<file path="config.mk">
export PLATFORM = sky130hd
export DESIGN_NAME = mcu_sram_ctrl
export DESIGN_NICKNAME = d
export VERILOG_FILES = /design/src/sram_ctrl_pkg.sv /design/src/region_filter.sv /design/src/sram_access_fsm.sv /design/src/ecc_encoder.sv /design/src/ecc_decoder.sv /design/src/mcu_sram_ctrl.sv
export SDC_FILE = /design/constraint.sdc
export NUM_CORES = 1
export LEC_CHECK = 0
export ABC_AREA = 0
export BUFFER_PORTS_ARGS = -buffer_cell sky130_fd_sc_hd__buf_2
export CORE_AREA = 2 2 131 101
export CTS_CLUSTER_DIAMETER = 150
export CTS_CLUSTER_SIZE = 40
export DETAILED_ROUTE_END_ITERATION = 10
export DIE_AREA = 0 0 133 103
export MAX_ROUTING_LAYER = met4
export PLACE_DENSITY = 0.83
export REMOVE_ABC_BUFFERS = 1
export SLEW_MARGIN = 20
export SYNTH_ARGS = -nofsm -noshare
export SYNTH_HDL_FRONTEND = slang
export SYNTH_SLANG_ARGS = --single-unit
</file>
<file path="constraint.sdc">
create_clock -name clk -period 6.8 [get_ports clk]
set_clock_uncertainty 0.15 [all_clocks]
set_input_delay 0.68 -clock clk [delete_from_list [all_inputs] [get_ports clk]]
set_output_delay 0.68 -clock clk [all_outputs]
set_load 0.05 [all_outputs]
</file>
<file path="src/sram_ctrl_pkg.sv">
// Shared sizes and widths for the MCU SRAM controller, referenced by scoped name from each module
package sram_ctrl_pkg;

    ////////////////////////////////////////////////////////////
    // SRAM geometry
    ////////////////////////////////////////////////////////////

    // Widest computed execution region end, (0xFFFF + 1) << 12 sets bit 28
    localparam int REGION_END_W = 29;

    // Total SRAM size
    localparam int SRAM_SIZE_KB = 16;
    localparam logic [REGION_END_W-1:0] SRAM_SIZE_BYTES = REGION_END_W'(SRAM_SIZE_KB * 1024);

    // Byte address bits that cover the SRAM
    localparam int BYTE_ADDR_W = 14;
    // Word address bits, one word is four bytes
    localparam int WORD_ADDR_W = 12;

    ////////////////////////////////////////////////////////////
    // Data and ECC word
    ////////////////////////////////////////////////////////////

    localparam int DATA_W = 32;
    localparam int STRB_W = 4;
    // Six Hamming check bits plus overall parity
    localparam int ECC_W = 7;
    // Stored word is {ecc, data}
    localparam int CODE_W = 39;

    ////////////////////////////////////////////////////////////
    // Execution region
    ////////////////////////////////////////////////////////////

    // Size input counts 4 KB granules, 0 means one granule
    localparam int REGION_SIZE_W = 16;
    localparam int GRANULE_SHIFT = 12;

endpackage

</file>
<file path="src/region_filter.sv">
// Maps a request address to the execution or protected region and decides the access grant
`timescale 1ns/1ps

module region_filter (
    input  logic                                   clk,
    input  logic                                   rst_b,
    input  logic [sram_ctrl_pkg::REGION_SIZE_W-1:0] exec_region_size,
    input  logic                                   exec_lock,
    input  logic                                   mcu_rst_b,
    input  logic [sram_ctrl_pkg::BYTE_ADDR_W-1:0]  addr,
    input  logic                                   debug_req,
    input  logic                                   mcu_lsu_req,
    input  logic                                   mcu_ifu_req,
    input  logic                                   cptra_req,
    output logic                                   grant
);

    // Region end arithmetic
    logic [sram_ctrl_pkg::REGION_END_W-1:0] size_ext;
    logic [sram_ctrl_pkg::REGION_END_W-1:0] size_bytes;
    logic [sram_ctrl_pkg::REGION_END_W-1:0] end_calc;
    logic [sram_ctrl_pkg::REGION_END_W-1:0] region_end;
    logic                                   overflow;
    logic                                   in_exec;

    // Execution region currently handed to the MCU
    logic mcu_owns_exec;

    ////////////////////////////////////////////////////////////
    // Region mapping
    ////////////////////////////////////////////////////////////

    // Zero extend before adding one so a size of 0xFFFF does not wrap
    assign size_ext   = {{(sram_ctrl_pkg::REGION_END_W - sram_ctrl_pkg::REGION_SIZE_W){1'b0}},
                         exec_region_size};
    assign size_bytes = (size_ext + 1'b1) << sram_ctrl_pkg::GRANULE_SHIFT;
    assign end_calc   = size_bytes - 1'b1;

    // Any bit beyond the SRAM scope means the region covers everything
    assign overflow   = |end_calc[sram_ctrl_pkg::REGION_END_W-1:sram_ctrl_pkg::BYTE_ADDR_W];
    assign region_end = overflow ? (sram_ctrl_pkg::SRAM_SIZE_BYTES - 1'b1) : end_calc;

    // Region base is always zero
    assign in_exec = (addr <= region_end[sram_ctrl_pkg::BYTE_ADDR_W-1:0]);

    ////////////////////////////////////////////////////////////
    // Execution region ownership
    ////////////////////////////////////////////////////////////

    // Lock hands the region to the MCU at once
    // Clearing the lock is not enough, the MCU may still fetch from it
    // Ownership only returns once the MCU is held in reset
    always_ff @(posedge clk or negedge rst_b) begin
        if (!rst_b) begin
            mcu_owns_exec <= 1'b0;
        end else if (exec_lock) begin
            mcu_owns_exec <= 1'b1;
        end else if (!mcu_rst_b) begin
            mcu_owns_exec <= 1'b0;
        end
    end

    ////////////////////////////////////////////////////////////
    // Privilege decision
    ////////////////////////////////////////////////////////////

    always_comb begin
        if (!in_exec) begin
            // Protected region, MCU data side and debug only
            grant = mcu_lsu_req | debug_req;
        end else if (mcu_owns_exec) begin
            grant = mcu_lsu_req | mcu_ifu_req | debug_req;
        end else begin
            grant = cptra_req | debug_req;
        end
    end

endmodule

</file>
<file path="src/sram_access_fsm.sv">
// Sequences SRAM reads, full writes and read-modify-writes and owns the response handshake
`timescale 1ns/1ps

module sram_access_fsm (
    input  logic                                  clk,
    input  logic                                  rst_b,
    input  logic                                  req_valid,
    input  logic                                  req_write,
    input  logic [sram_ctrl_pkg::STRB_W-1:0]      req_wstrb,
    input  logic [sram_ctrl_pkg::BYTE_ADDR_W-1:0] req_addr,
    input  logic                                  grant,
    input  logic                                  resp_ready,
    input  logic [sram_ctrl_pkg::DATA_W-1:0]      dec_data,
    input  logic                                  double_err,
    output logic                                  req_ready,
    output logic                                  sram_cs,
    output logic                                  sram_we,
    output logic [sram_ctrl_pkg::WORD_ADDR_W-1:0] sram_addr,
    output logic                                  merge_sel,
    output logic                                  resp_valid,
    output logic [sram_ctrl_pkg::DATA_W-1:0]      resp_rdata,
    output logic                                  resp_error
);

    // One flop per non-idle state, IDLE when none is set
    logic st_read_wait;
    logic st_rmw_write;
    logic st_resp;
    logic st_idle;

    logic accept;
    logic issue;
    logic full_write;
    logic rmw_commit;
    logic [sram_ctrl_pkg::WORD_ADDR_W-1:0] addr_q;

    assign st_idle    = ~(st_read_wait | st_rmw_write | st_resp);
    assign req_ready  = st_idle;
    assign accept     = req_valid & st_idle;
    assign issue      = accept & grant;
    assign full_write = req_write & (&req_wstrb);
    // Skip the write half when the read half hit a double error
    assign rmw_commit = st_rmw_write & ~double_err;

    ////////////////////////////////////////////////////////////
    // SRAM command
    ////////////////////////////////////////////////////////////

    // First command goes out in the acceptance cycle
    assign sram_cs   = issue | rmw_commit;
    assign sram_we   = (issue & full_write) | rmw_commit;
    assign sram_addr = st_rmw_write ? addr_q : req_addr[sram_ctrl_pkg::BYTE_ADDR_W-1:2];
    assign merge_sel = st_rmw_write;

    ////////////////////////////////////////////////////////////
    // State
    ////////////////////////////////////////////////////////////

    always_ff @(posedge clk or negedge rst_b) begin
        if (!rst_b) begin
            st_read_wait <= 1'b0;
            st_rmw_write <= 1'b0;
            st_resp      <= 1'b0;
        end else begin
            st_read_wait <= issue & ~req_write;
            st_rmw_write <= issue & req_write & ~full_write;
            // Denials and full writes respond right away, data phases one cycle later
            st_resp      <= (accept & (~grant | full_write)) | st_read_wait | st_rmw_write |
                            (st_resp & ~resp_ready);
        end
    end

    assign resp_valid = st_resp;

    // Response payload and held word address
    always_ff @(posedge clk) begin
        if (accept) begin
            addr_q     <= req_addr[sram_ctrl_pkg::BYTE_ADDR_W-1:2];
            resp_rdata <= '0;
            resp_error <= ~grant;
        end else if (st_read_wait) begin
            resp_rdata <= dec_data;
            resp_error <= double_err;
        end else if (st_rmw_write) begin
            resp_error <= double_err;
        end
    end

    // Never more than one busy state at a time
    a_state_onehot: assert property (@(posedge clk) disable iff (!rst_b)
        $onehot0({st_read_wait, st_rmw_write, st_resp}));

    // Back-pressured response stays put
    a_resp_hold: assert property (@(posedge clk) disable iff (!rst_b)
        resp_valid && !resp_ready |=> resp_valid && $stable(resp_rdata) && $stable(resp_error));

endmodule

</file>
<file path="src/ecc_encoder.sv">
// SEC-DED encoder producing the seven stored check bits for a 32-bit write word
`timescale 1ns/1ps

module ecc_encoder (
    input  logic [sram_ctrl_pkg::DATA_W-1:0] data,
    output logic [sram_ctrl_pkg::ECC_W-1:0]  ecc
);

    // Data bits fill Hamming positions 1..38 that are not powers of two
    // Check bit k covers every position with bit k set
    always_comb begin
        int d;
        ecc = '0;
        d   = 0;
        for (int pos = 1; pos < sram_ctrl_pkg::CODE_W; pos++) begin
            // Power-of-two positions hold check bits
            if ((pos & (pos - 1)) != 0) begin
                for (int k = 0; k < sram_ctrl_pkg::ECC_W - 1; k++) begin
                    if (((pos >> k) & 1) == 1) begin
                        ecc[k] = ecc[k] ^ data[d];
                    end
                end
                d++;
            end
        end
        // Overall parity over data and Hamming bits, position 39
        ecc[sram_ctrl_pkg::ECC_W-1] = ^{ecc[sram_ctrl_pkg::ECC_W-2:0], data};
    end

endmodule

</file>
<file path="src/ecc_decoder.sv">
// SEC-DED decoder that corrects single-bit errors and flags double errors on SRAM read data
`timescale 1ns/1ps

module ecc_decoder (
    input  logic                             clk,
    input  logic                             rst_b,
    input  logic                             en,
    input  logic [sram_ctrl_pkg::CODE_W-1:0] code,
    output logic [sram_ctrl_pkg::DATA_W-1:0] data,
    output logic                             single_err,
    output logic                             double_err
);

    // Codeword laid out by Hamming position
    logic [sram_ctrl_pkg::CODE_W-1:1] cw;
    logic [sram_ctrl_pkg::ECC_W-2:0]  syndrome;
    logic                             parity;
    logic                             in_range;
    logic                             correctable;

    ////////////////////////////////////////////////////////////
    // Syndrome
    ////////////////////////////////////////////////////////////

    always_comb begin
        int d;
        int c;
        d        = 0;
        c        = 0;
        cw       = '0;
        syndrome = '0;
        // Scatter stored {ecc, data} back onto positions
        for (int pos = 1; pos < sram_ctrl_pkg::CODE_W; pos++) begin
            if ((pos & (pos - 1)) == 0) begin
                cw[pos] = code[sram_ctrl_pkg::DATA_W + c];
                c++;
            end else begin
                cw[pos] = code[d];
                d++;
            end
        end
        for (int pos = 1; pos < sram_ctrl_pkg::CODE_W; pos++) begin
            for (int k = 0; k < sram_ctrl_pkg::ECC_W - 1; k++) begin
                if (((pos >> k) & 1) == 1) begin
                    syndrome[k] = syndrome[k] ^ cw[pos];
                end
            end
        end
    end

    // Odd overall parity means an odd number of flipped bits
    assign parity      = ^code;
    // Syndrome beyond position 38 cannot point at a real bit
    assign in_range    = int'(syndrome) < sram_ctrl_pkg::CODE_W;
    assign correctable = parity & in_range;

    ////////////////////////////////////////////////////////////
    // Correction
    ////////////////////////////////////////////////////////////

    // Zero syndrome with odd parity is the parity bit itself, data is clean
    always_comb begin
        int d;
        d    = 0;
        data = '0;
        for (int pos = 1; pos < sram_ctrl_pkg::CODE_W; pos++) begin
            if ((pos & (pos - 1)) != 0) begin
                data[d] = cw[pos] ^ (correctable && (pos == int'(syndrome)));
                d++;
            end
        end
    end

    // Flags only count in the cycle the SRAM returns data
    assign single_err = en & correctable;
    assign double_err = en & (((|syndrome) & ~parity) | (parity & ~in_range));

    // Error flags are one-cycle pulses, reads never decode back to back
    a_err_pulse: assert property (@(posedge clk) disable iff (!rst_b)
        (single_err || double_err) |=> !(single_err || double_err));

endmodule

</file>
<file path="src/mcu_sram_ctrl.sv">
// Top of the MCU SRAM controller, joining region check, access FSM, ECC and the SRAM port
`timescale 1ns/1ps

module mcu_sram_ctrl (
    input  logic                                    clk,
    input  logic                                    rst_b,
    input  logic                                    mcu_rst_b,
    input  logic [sram_ctrl_pkg::REGION_SIZE_W-1:0] exec_region_size,
    input  logic                                    exec_lock,
    // Request
    input  logic                                    req_valid,
    output logic                                    req_ready,
    input  logic [sram_ctrl_pkg::BYTE_ADDR_W-1:0]   req_addr,
    input  logic                                    req_write,
    input  logic [sram_ctrl_pkg::STRB_W-1:0]        req_wstrb,
    input  logic [sram_ctrl_pkg::DATA_W-1:0]        req_wdata,
    input  logic                                    debug_req,
    input  logic                                    mcu_lsu_req,
    input  logic                                    mcu_ifu_req,
    input  logic                                    cptra_req,
    // Response
    output logic                                    resp_valid,
    input  logic                                    resp_ready,
    output logic [sram_ctrl_pkg::DATA_W-1:0]        resp_rdata,
    output logic                                    resp_error,
    // SRAM port
    output logic                                    sram_cs,
    output logic                                    sram_we,
    output logic [sram_ctrl_pkg::WORD_ADDR_W-1:0]   sram_addr,
    output logic [sram_ctrl_pkg::CODE_W-1:0]        sram_wdata,
    input  logic [sram_ctrl_pkg::CODE_W-1:0]        sram_rdata,
    // ECC status pulses
    output logic                                    sram_single_ecc_error,
    output logic                                    sram_double_ecc_error
);

    logic                               grant;
    logic                               merge_sel;
    logic                               rd_pending;
    logic                               single_err;
    logic                               double_err;
    logic [sram_ctrl_pkg::DATA_W-1:0]   dec_data;
    logic [sram_ctrl_pkg::DATA_W-1:0]   merged;
    logic [sram_ctrl_pkg::DATA_W-1:0]   wr_word;
    logic [sram_ctrl_pkg::ECC_W-1:0]    wr_ecc;
    // Write payload held past acceptance for the RMW write half
    logic [sram_ctrl_pkg::DATA_W-1:0]   wdata_q;
    logic [sram_ctrl_pkg::STRB_W-1:0]   wstrb_q;

    region_filter u_region_filter (
        .clk, .rst_b, .exec_region_size, .exec_lock, .mcu_rst_b,
        .addr (req_addr),
        .debug_req, .mcu_lsu_req, .mcu_ifu_req, .cptra_req,
        .grant
    );

    sram_access_fsm u_fsm (
        .clk, .rst_b, .req_valid, .req_write, .req_wstrb, .req_addr, .grant, .resp_ready,
        .dec_data, .double_err,
        .req_ready, .sram_cs, .sram_we, .sram_addr, .merge_sel,
        .resp_valid, .resp_rdata, .resp_error
    );

    always_ff @(posedge clk) begin
        if (req_valid && req_ready) begin
            wdata_q <= req_wdata;
            wstrb_q <= req_wstrb;
        end
    end

    // A read went out last cycle, so sram_rdata is live now
    always_ff @(posedge clk or negedge rst_b) begin
        if (!rst_b) begin
            rd_pending <= 1'b0;
        end else begin
            rd_pending <= sram_cs & ~sram_we;
        end
    end

    ////////////////////////////////////////////////////////////
    // Strobe merge and write word
    ////////////////////////////////////////////////////////////

    // New strobed bytes over corrected old bytes
    for (genvar i = 0; i < sram_ctrl_pkg::STRB_W; i++) begin : g_merge
        assign merged[i*8 +: 8] = wstrb_q[i] ? wdata_q[i*8 +: 8] : dec_data[i*8 +: 8];
    end

    // Full writes take the live request word
    assign wr_word    = merge_sel ? merged : req_wdata;
    assign sram_wdata = {wr_ecc, wr_word};

    ecc_encoder u_ecc_enc (
        .data (wr_word),
        .ecc  (wr_ecc)
    );

    ecc_decoder u_ecc_dec (
        .clk, .rst_b,
        .en         (rd_pending),
        .code       (sram_rdata),
        .data       (dec_data),
        .single_err (single_err),
        .double_err (double_err)
    );

    assign sram_single_ecc_error = single_err;
    assign sram_double_ecc_error = double_err;

endmodule

</file>
# After elaboration in Yosys (flattened, before gate mapping)
# Index checks and enable logic that the tools add are counted.
# W data, S select, Z words.
# word_totals
reg_bits,86
latch_bits,0
ramBits,0
romBits,0
input_bits,116
output_inout_bits,90
elab_cells,344
mem_count,0
# op_classes
n_addsub,2
mul,0
div_mod_pow,0
n_lt_le_gt_ge,2
n_eq_ne,33
n_shift,0
n_mux,14
bitwise_logic,244
reduce_logical,39
# op_table
cell,n
$xor A1 B1 Y1,206
$eq A6 B6 Y1 const A,21
$eq A5 B6 Y1 const A,7
$reduce_xor A39 Y1,1
$reduce_xor A38 Y1,1
$logic_and A1 B1 Y1,33
$mux W32,1
$mux W8,4
$sub A29 B1 Y29 const B,1
$eq A4 B6 Y1 const A,3
$add A16 B1 Y17 const B,1
$and A1 B1 Y1,16
$reduce_or A15 Y1,1
$le A14 B14 Y1,1
$mux W14,1
$or A1 B1 Y1,13
$mux W12,1
$not A1 Y1,9
$mux W1,7
$eq A3 B6 Y1 const A,1
$lt A6 B6 Y1 const B,1
$reduce_or A6 Y1,1
$reduce_and A4 Y1,1
$reduce_bool A3 Y1,1
$ne A2 B1 Y1 const B,1

# Longest topological paths before layout
# Gate-level depths: netlist of the first run.
# depth
word_depth,42
ltp_mapped,21
depth_no_buf,21

# Hierarchy
# Synthesis of the first run repeated with hierarchy kept, for this count alone.
# unflattened
cells_unflattened,607
area_unflattened_um2,6737.7
# by_module_without_submodules
mod,n_inst,cells_per_inst,area_each_um2,seq_area_each_um2
sram_access_fsm,1,152,1946.9,1106.1
mcu_sram_ctrl,1,146,1880.6,1106.1
ecc_decoder,1,173,1524.0,0.0
ecc_encoder,1,54,706.9,0.0
region_filter,1,82,679.4,25.0

# Least setup slack after synthesis of the first run
# OpenSTA, ideal clock, no wires.
# synth_timing
kind,input to output
startpoint,in sram_rdata[15] (netlist bit)
endpoint,out sram_wdata[38] (netlist bit)
t_arrival_ns,6.039
required_time_ns,5.970
path_slack_ns,-0.069
cell_stages,14
cell_sequence,clkbuf_1 xnor2_1 xnor3_2 xnor2_4 xnor2_2 mux2_4 nor3_2 xnor2_1 o221ai_1 xor2_2 xor3_2 xnor3_1 xnor2_1 xnor2_1
# synth_between
elab_cells_between_ends,219
# synth_rtl
element,line_no,text
start: declaration,mcu_sram_ctrl.sv:31,"input logic [sram_ctrl_pkg::CODE_W-1:0] sram_rdata,"
$xor A1 B1 Y1 (11 in series),ecc_decoder.sv:45,syndrome[k] = syndrome[k] ^ cw[pos];
$lt A6 B6 Y1,ecc_decoder.sv:54,assign in_range = int'(syndrome) < sram_ctrl_pkg::CODE_W;
$and A1 B1 Y1,ecc_decoder.sv:55,assign correctable = parity & in_range;
$logic_and A1 B1 Y1 (*),ecc_decoder.sv:68,data[d] = cw[pos] ^ (correctable && (pos == int'(syndrome)));
$xor A1 B1 Y1 (*),ecc_decoder.sv:68,
$mux W8 (*),mcu_sram_ctrl.sv:86,assign merged[i*8 +: 8] = wstrb_q[i] ? wdata_q[i*8 +: 8] : dec_data[i*8 +: 8];
$mux W32 (*),mcu_sram_ctrl.sv:90,assign wr_word = merge_sel ? merged : req_wdata;
"named net sram_wdata, one bit",mcu_sram_ctrl.sv:30,"output logic [sram_ctrl_pkg::CODE_W-1:0] sram_wdata,"
$xor A1 B1 Y1 (*) (5 in series),ecc_encoder.sv:20,ecc[k] = ecc[k] ^ data[d];
"named net sram_wdata, one bit",mcu_sram_ctrl.sv:30,
$reduce_xor A38 Y1 (*),ecc_encoder.sv:27,"ecc[sram_ctrl_pkg::ECC_W-1] = ^{ecc[sram_ctrl_pkg::ECC_W-2:0], data};"
end: declaration,mcu_sram_ctrl.sv:30,
# Mark *: on every way through the listed nets, which the timed path passes. The rest lies on a longest branch.

# Worst setup path in the final report of the first run
# layout_timing
startpoint,in sram_rdata[25] (netlist bit)
endpoint,out sram_wdata[38] (netlist bit)
# layout_between
elab_chain_len,28
elab_cells_between_ends,203
# layout_rtl
element,line_no
$xor A1 B1 Y1 (4 in series),ecc_decoder.sv:45
$lt A6 B6 Y1,ecc_decoder.sv:54
$and A1 B1 Y1,ecc_decoder.sv:55
$logic_and A1 B1 Y1,ecc_decoder.sv:68
$xor A1 B1 Y1,ecc_decoder.sv:68
$mux W8,mcu_sram_ctrl.sv:86
$mux W32 (*),mcu_sram_ctrl.sv:90
$xor A1 B1 Y1 (17 in series),ecc_encoder.sv:20
$reduce_xor A38 Y1 (*),ecc_encoder.sv:27
# Mark *: on every way between the ends. The rest lies on a longest branch, timed or not.

==> results by group, run 1 <==
Power
  • Overall power: ~3.7 mW
  • Leak Pwr: about 3.4 nW
  • Peak supply drop: about 0.53 mV
  • PD cells: 464 nW/µm²

Placement
  • RePlAce Congestion: 0.991
  • IO Port Bufs: 205
  • Hpwl dp: roughly 15 mm
  • Post-Place Setup Slack: 511 ps

Worst hold path
  • Hold endpoint: u_fsm.resp_rdata[4]$_SDFFE_PP0P_
  • Worst Hold Depth: 2
  • Min-Delay Startpoint: u_fsm.resp_rdata[4]$_SDFFE_PP0P_
  • HP Class: reg -> reg

Worst setup path
  • Worst Setup Start Kind: input port
  • Crit-path leading delay family: XOR/XNOR gates
  • Worst reg2reg path endpoint: u_fsm.merge_sel$_DFF_PN0_
  • Crit-path slowest cell: o2111ai_1
  • Crit path max fanout: 11
  • FF-to-FF Start: u_fsm.merge_sel$_DFF_PN0_
  • Worst Path Buf+Inv: 2
  • R2R setup slack: 4060 ps
  • Reg2Reg Depth: 6
  • CP Cell Sequence: buf_2 > xnor2_1 > xnor3_1 > xnor3_1 > nand2_1 > o2111ai_1 > nor3_1 > xnor2_1 > o221ai_1 > xnor2_1 > xnor3_1 > xor3_1 > xnor2_1 > xnor2_1 > buf_2
  • Max incr delay on CP: 710 ps
  • Most Frequent Cell on Critical Path: xnor2_1
  • Data arrival, critical path: about 5600 ps
  • WP data required: 5970 ps
  • Setup CP Type: in -> out
  • Endpoint class of the critical path: output port

Logic synthesis
  • Fraction of registers with async set/reset: under 10%
  • Number of enable flip-flop cells after synthesis: 49
  • Ys flop type: edfxtp_1
  • Synth cell count leaders: 83 x xnor2_1, 62 x nor2_1, 49 x edfxtp_1
  • Count leader, synth: xnor2_1
  • Syn avg cell area: 10.2 µm²
  • Syn Std Cell Area: 6370 µm²
  • Synth warn: 0
  • Sequential area share after synthesis: a little over a third
  • Flops & latches, synth: 86
  • Share of the synthesized area in the top cell type: between 20% and 30%
  • Syn Inst Count: around 630
  • Yosys top cell by area: edfxtp_1
  • Synth unique cells: 61
  • Synth area leaders: edfxtp_1 23%, xnor2_1 11%, dfxtp_1 10%

Clocking
  • Skew-Pair Late Insertion Delay: between 300 and 400 ps
  • Num CTS Buffers: 9
  • # clock sinks: 86
  • Hold Buf Count CTS: 1
  • CTS resizes: 0
  • Setup bufs post-CTS: 0
  • Clock slew seen by the registers of the worst setup and hold paths: ~70 ps
  • Max Buffers Root-to-Sink: 2
  • Root buffer cell: clkbuf_16
  • CTS tree: built
  • Htree depth: 3

Layout
  • Syn-to-layout area delta: 23.9%
  • Nets: 941
  • Fraction of layout cells with a size suffix above 1: 31.2%
  • Layout fillers: about 1100

Die
  • Core Area: approximately 13000 µm²
  • Rows: 36
  • Die W: 133 µm
  • Initial Utilization: 50.7%
  • Die area: approximately 14000 µm²
  • Ports: 206
  • Die H: between 100 and 150 µm

Timing
  • Max-Slew Margin vs Limit: 28.4%
  • Max Freq: 155 MHz
  • Slew @ Worst Pin: 1070 ps
  • Fin crit period: 6460 ps
  • Hold Fails Final Rpt: 0
  • Final worst setup slack: 343 ps
  • Final Cycle Share: 95.0%
  • Fin. max-slew vios: 0
  • Setup-failing EPs final: 0
  • RSZ-0062 raised after global routing: no

Route
  • DRC errors left: 0
  • Iter 0 DRT Violations: 541
  • Vias: 5814
  • WL final: 19.9 mm
  • First-pass DRT Iterations: 5
  • Avg WL per Cell: roughly 20 µm
  • Vias/cell: 5.82
  • Post-route ant nets: 0

GRT
  • Total grt overflow: 0
  • Antenna violations before repair: 1
  • First-pass GRT wire length: 29.4 mm
  • Vias in the first global route: 5239
  • All-layer global routing usage: 29.2%
  • Largest net degree at the start of global routing: 85

Run status
  • Status: finished clean

Run
  • Max-capacitance violation count: 0
where the power goes:
| group | leakage (nW) | internal (mW) | switching, mW | total [mW] |
|---|---|---|---|---|
| clock network | 0.165 | 0.345 | 0.213 | 0.557 |
| registers | 0.787 | 0.671 | 0.0524 | 0.723 |
| logic | 2.47 | 0.756 | 1.63 | 2.38 |
| total | 3.42 | 1.77 | 1.89 | 3.66 |
per-stage QoR:
step | utilization (%) | TNS [ps] | std cells | instance area [µm²] | hold WS (ps)
after detailed placement | 60.0 | 0 | 981 | 7540 | 308
after floorplan | - | -22.3 | 600 | 6260 | 234
after global routing | 62.8 | 0 | 999 | 7890 | 344
final | 62.8 | 0 | 999 | 7890 | 324
after CTS | 62.8 | 0 | 998 | 7890 | 319
after global placement | 60.0 | 0 | 981 | 7540 | 313
worst max path at each step:
stage / cells past startpoint / start / slack [ps] / end
6_report: 15 / sram_rdata[25] / 340 / sram_wdata[38]
3_3_place_gp: 15 / sram_rdata[25] / 450 / sram_wdata[38]
4_1_cts: 15 / sram_rdata[25] / 460 / sram_wdata[38]
3_5_place_dp: 15 / sram_rdata[25] / 510 / sram_wdata[38]
2_1_floorplan: 13 / sram_rdata[34] / -20 / sram_wdata[38]
5_1_grt: 15 / sram_rdata[25] / 80 / sram_wdata[38]
area by class of cell:
cell class | instances | area [µm²] | area share [%]
diodes | 1 | 2.50 | 0.0317
clock buffers | 11 | 254 | 3.22
clock inverters | 5 | 78.8 | 0.999
inverters | 17 | 63.8 | 0.809
multi-input cells | 497 | 3970 | 50.3
flip-flops and latches | 86 | 2240 | 28.4
well taps | 171 | 214 | 2.71
repair buffers | 211 | 1070 | 13.6
per-layer routing:
layer / wire (µm) / GRT usage [%]
met4: 272 / 6.62
met1: 8990 / 42.7
met2: 8610 / 41.3
met3: 1990 / 6.29
met5: 0 / -
layout by cell type (no fill, tap or decap), types with 3 or more instances in the layout:
cell type  Yosys  final
buf_2          1    205
xnor2_1       83     83
nor2_1        62     62
edfxtp_1      49     49
nor3_1        37     37
dfxtp_1       32     32
nand2_1       31     31
xor2_1        29     29
xnor3_1       27     27
a211oi_1      25     25
nand3_1       19     19
inv_1         17     17
o21ai_0       16     16
a21oi_1       16     16
mux2_2        15     15
and3_1        10     10
clkbuf_16      0     10
mux2i_1        9      9
nor2b_1        9      9
a221o_1        9      9
o21ai_1        8      8
or3_1          8      8
nand2b_1       7      7
a22oi_1        6      6
xnor2_2        5      5
o211ai_1       5      5
nor4_1         5      5
buf_4          0      5
o221ai_1       4      4
and2_1         5      4
nand4_1        4      4
dfrtp_1        5      4
xor3_1         3      3
a21o_1         3      3
or4_1          3      3
ha_1           3      3
worst reg2reg max path: cells and delay by family (launching register included):
| family | cells | cell delay (ps) |
|---|---|---|
| buffers and inverters | 1 | 320 |
| flip-flops | 1 | 380 |
| AND/OR/NAND/NOR | 5 | 1840 |
logic make-up (layout without fill, tap and decap cells):
| family | after synthesis | in the layout | share of synthesized area, % |
|---|---|---|---|
| xor+xnor | 153 | 153 | 29.4 |
| other cells | 0 | 1 | 0 |
| simple gates | 206 | 206 | 15.7 |
| buf+inv | 44 | 244 | 2.61 |
| compound gates | 109 | 109 | 12.0 |
| mux | 25 | 25 | 4.30 |
| flops | 86 | 86 | 35.1 |
| fa+ha+maj | 4 | 4 | 0.747 |
flip-flops by register name, summed over array words and instances, names as in the netlist:
register	flops
u_fsm.resp_rdata	32
wdata_q	32
u_fsm.addr_q	12
wstrb_q	4
rd_pending	1
u_fsm.merge_sel	1
u_fsm.resp_error	1
u_fsm.resp_valid	1
u_fsm.st_read_wait	1
u_region_filter.mcu_owns_exec	1
Power figures use the tool's default switching activity.
==> run 2: changes to the inputs <==
- ABC_CLOCK_PERIOD_IN_PS: default -> 8000
- CORE_AREA: 2 2 131 101 -> 2 2 128 99
- DIE_AREA: 0 0 133 103 -> 0 0 130 101
- PLACE_DENSITY: 0.83 -> 0.86
- clock period: 6.8 -> 8 ns (I/O delays scaled with it)
==> run 2 against run 1 <==
Compared with the run above: global-route usage increased by 1.2 points; register-to-register slack gained 1200 ps; hold slack worse by 210 ps; clock-buffer cell count stayed put.
==> results by group, run 2 (synthesized netlist as in run 1, its figures left out) <==
Worst setup path
  • Setup CP Type: in -> out (unchanged)
  • Crit-path leading delay family: XOR/XNOR gates (unchanged)
  • Crit-path slowest cell: o2111ai_1 (unchanged)
  • Critical Path Stages: 15 (unchanged)
  • Reg2Reg Depth: 6 (unchanged)
  • WP data required: 7050 ps (was 5970 ps)
  • Data arrival, critical path: 5740 ps (was 5630 ps)
  • Endpoint class of the critical path: output port (unchanged)
  • CP Cell Sequence: buf_2 > xnor2_1 > xnor3_1 > xnor3_1 > nand2_1 > o2111ai_1 > nor3_1 > xnor2_1 > o221ai_1 > xnor2_1 > xnor3_1 > xor3_1 > xnor2_1 > xnor2_1 > buf_2 (unchanged)
  • Worst Setup Start Kind: input port (unchanged)
  • Max incr delay on CP: 660 ps (was 710 ps)
  • Most Frequent Cell on Critical Path: xnor2_1 (unchanged)
  • Worst Path Buf+Inv: 2 (unchanged)
  • Crit path max fanout: 11 (unchanged)

Route
  • DRC errors left: 0 (unchanged)
  • Vias/cell: 5.86 (was 5.82)
  • Post-route ant nets: 0 (unchanged)
  • First-pass DRT Iterations: 5 (unchanged)
  • Iter 0 DRT Violations: 581 (was 541)
  • Vias: 5805 (was 5814)
  • WL final: 19.4 mm (was 19.9 mm)
  • Avg WL per Cell: 19.6 µm (was 19.9 µm)

Layout
  • Fraction of layout cells with a size suffix above 1: 31.2% (about the same)
  • Register Area: 2240 µm² (unchanged)
  • Commonest non-fill, non-tap cell in the layout: buf_2 (unchanged)
  • Nets: 938 (was 941)
  • Final Cell Area: 7850 µm² (was 7890 µm²)
  • Most frequent cells in the layout: 205 x buf_2, 83 x xnor2_1, 62 x nor2_1 (unchanged)
  • Layout fillers: 966 (was 1064)
  • Antenna fix cells: 0 (was 1)
  • Multi-input logic area: 3970 µm² (unchanged)
  • Syn-to-layout area delta: 23.3% (was 23.9%)
  • Largest regs: u_fsm.resp_rdata: 32 flops, wdata_q: 32 flops, u_fsm.addr_q: 12 flops (unchanged)

Timing
  • RSZ-0062 raised after global routing: no (unchanged)
  • Fin. max-slew vios: 0 (unchanged)
  • Max Freq: 149 MHz
  • TNS Setup: 0 ps (unchanged)
  • Setup-failing EPs final: 0 (unchanged)
  • Max-Slew Margin vs Limit: 29.5% (was 28.4%)
  • Final worst setup slack: 1310 ps (was 343 ps)
  • Hold Fails Final Rpt: 0 (unchanged)
  • Final Cycle Share: 83.7%
  • Final hold slack: 112 ps (was 324 ps)
  • Fin crit period: 6690 ps
  • Slew @ Worst Pin: 1060 ps (was 1070 ps)

Clocking
  • Root buffer cell: clkbuf_16 (unchanged)
  • Clock slew seen by the registers of the worst setup and hold paths: 70 ps (about the same)
  • Num CTS Buffers: 9 (unchanged)
  • Skew-Pair Late Insertion Delay: 340 ps (about the same)
  • CTS tree: built (unchanged)
  • # clock sinks: 86 (unchanged)
  • Hold Buf Count CTS: 0 (was 1)
  • CTS resizes: 0 (unchanged)
  • Htree depth: 3 (unchanged)
  • Setup bufs post-CTS: 0 (unchanged)
  • Max Buffers Root-to-Sink: 2 (unchanged)

Die
  • Die H: 101 µm (was 103 µm)
  • Initial Utilization: 53.2% (was 50.7%)
  • Ports: 206 (unchanged)
  • Core Area: 12000 µm² (was 12600 µm²)
  • Die area: 13100 µm² (was 13700 µm²)
  • Die W: 130 µm (was 133 µm)
  • Rows: 35 (was 36)

GRT
  • Met3 track demand over resource: 6.48% (was 6.29%)
  • Grt peak-use layer: met1 (unchanged)
  • First-pass GRT wire length: 29.1 mm (was 29.4 mm)
  • Met2 global-route usage: 42.9% (was 41.3%)
  • All-layer global routing usage: 30.4% (was 29.2%)
  • Total grt overflow: 0 (unchanged)
  • M1 GR Usage: 44.2% (was 42.7%)
  • Antenna violations before repair: 0 (was 1)
  • Vias in the first global route: 5319 (was 5239)
  • Largest net degree at the start of global routing: 85 (unchanged)

Run
  • Max-capacitance violation count: 0 (unchanged)

Power
  • Peak supply drop: 0.261 mV (was 0.531 mV)
  • Sequential power share: 19.9% (was 19.7%)
  • Combinational power share: 65.3% (was 65.1%)
  • Sw Pwr: 1.61 mW (was 1.89 mW)
  • Leak Pwr: 3.41 nW (was 3.42 nW)
  • Int Pwr: 1.48 mW (was 1.77 mW)
  • PD cells: 394 nW/µm² (was 464 nW/µm²)
  • Sw Ratio: 52.1% (was 51.6%)
  • Clock share of power: 14.8% (was 15.2%)

Placement
  • Post-Place Setup Slack: 1460 ps (was 511 ps)
  • Placed Instance Area: 7520 µm² (was 7540 µm²)
  • RePlAce Congestion: 1.02 (was 0.991)
  • IO Port Bufs: 205 (unchanged)
  • Hpwl dp: 14.9 mm (was 15.2 mm)

Run status
  • Status: finished clean (unchanged)

Worst hold path
  • HP Class: in -> async (was reg -> reg)
-- run 2: changes by cell type in the layout (fill, tap and decap cells not counted) --
cell,before,now
inv_6,1,0
clkbuf_1,1,0
dlygate4sd3_1,1,0
clkbuf_8,0,1
diode_2,1,0
clkinv_4,0,2
clkinv_2,2,1
bufinv_16,2,1
inv_8,0,1
buf_4,5,3
-- run 2: final timing paths --
path                       slack [ps]                        startpoint                                         to
max                              1310                    sram_rdata[25]                             sram_wdata[38]
min                               110                             rst_b  u_region_filter.mcu_owns_exec$_DFFE_PN0P_
max reg2reg                      5300         u_fsm.merge_sel$_DFF_PN0_                  u_fsm.merge_sel$_DFF_PN0_
min reg2reg                       320  u_fsm.resp_rdata[4]$_SDFFE_PP0P_           u_fsm.resp_rdata[4]$_SDFFE_PP0P_
max in group asynchronous        7440                             rst_b               u_fsm.st_read_wait$_DFF_PN0_
min in group clk                  320  u_fsm.resp_rdata[4]$_SDFFE_PP0P_           u_fsm.resp_rdata[4]$_SDFFE_PP0P_
-- run 2: power groups by stage --
stage	sequential [mW]	clock [mW]	combinational (mW)
global placement	0.619	0	1.97
CTS	0.614	0.463	1.99
detailed placement	0.623	0	1.98
floorplan	0.826	0	1.35
global route	0.624	0.477	2.13
finish	0.615	0.459	2.02
-- run 2: final cells by class --
cell class,instances,share of cell area [%]
Tap cell,166,2.65
Timing Repair Buffer,208,13.4
Clock buffer,11,3.36
Sequential cell,86,28.5
Clock inverter,5,0.813
Inverter,17,0.813
Multi-Input combinational cell,497,50.5
-- run 2: per-stage QoR --
stage                     util, %  power, mW  std cells
after global placement       62.9       2.59        974
after global routing         65.7       3.23        990
final                        65.7       3.09        990
after floorplan                 -       2.18        600
after detailed placement     62.9       2.60        974
after CTS                    65.7       3.07        990
-- run 2: per-layer routing --
metal / part of all wire (%) / up-vias
met5: 0 / -
met4: 1.8 / 0
met3: 9.9 / 37
met2: 44 / 320
met1: 45 / 2782
li1: - / 2666
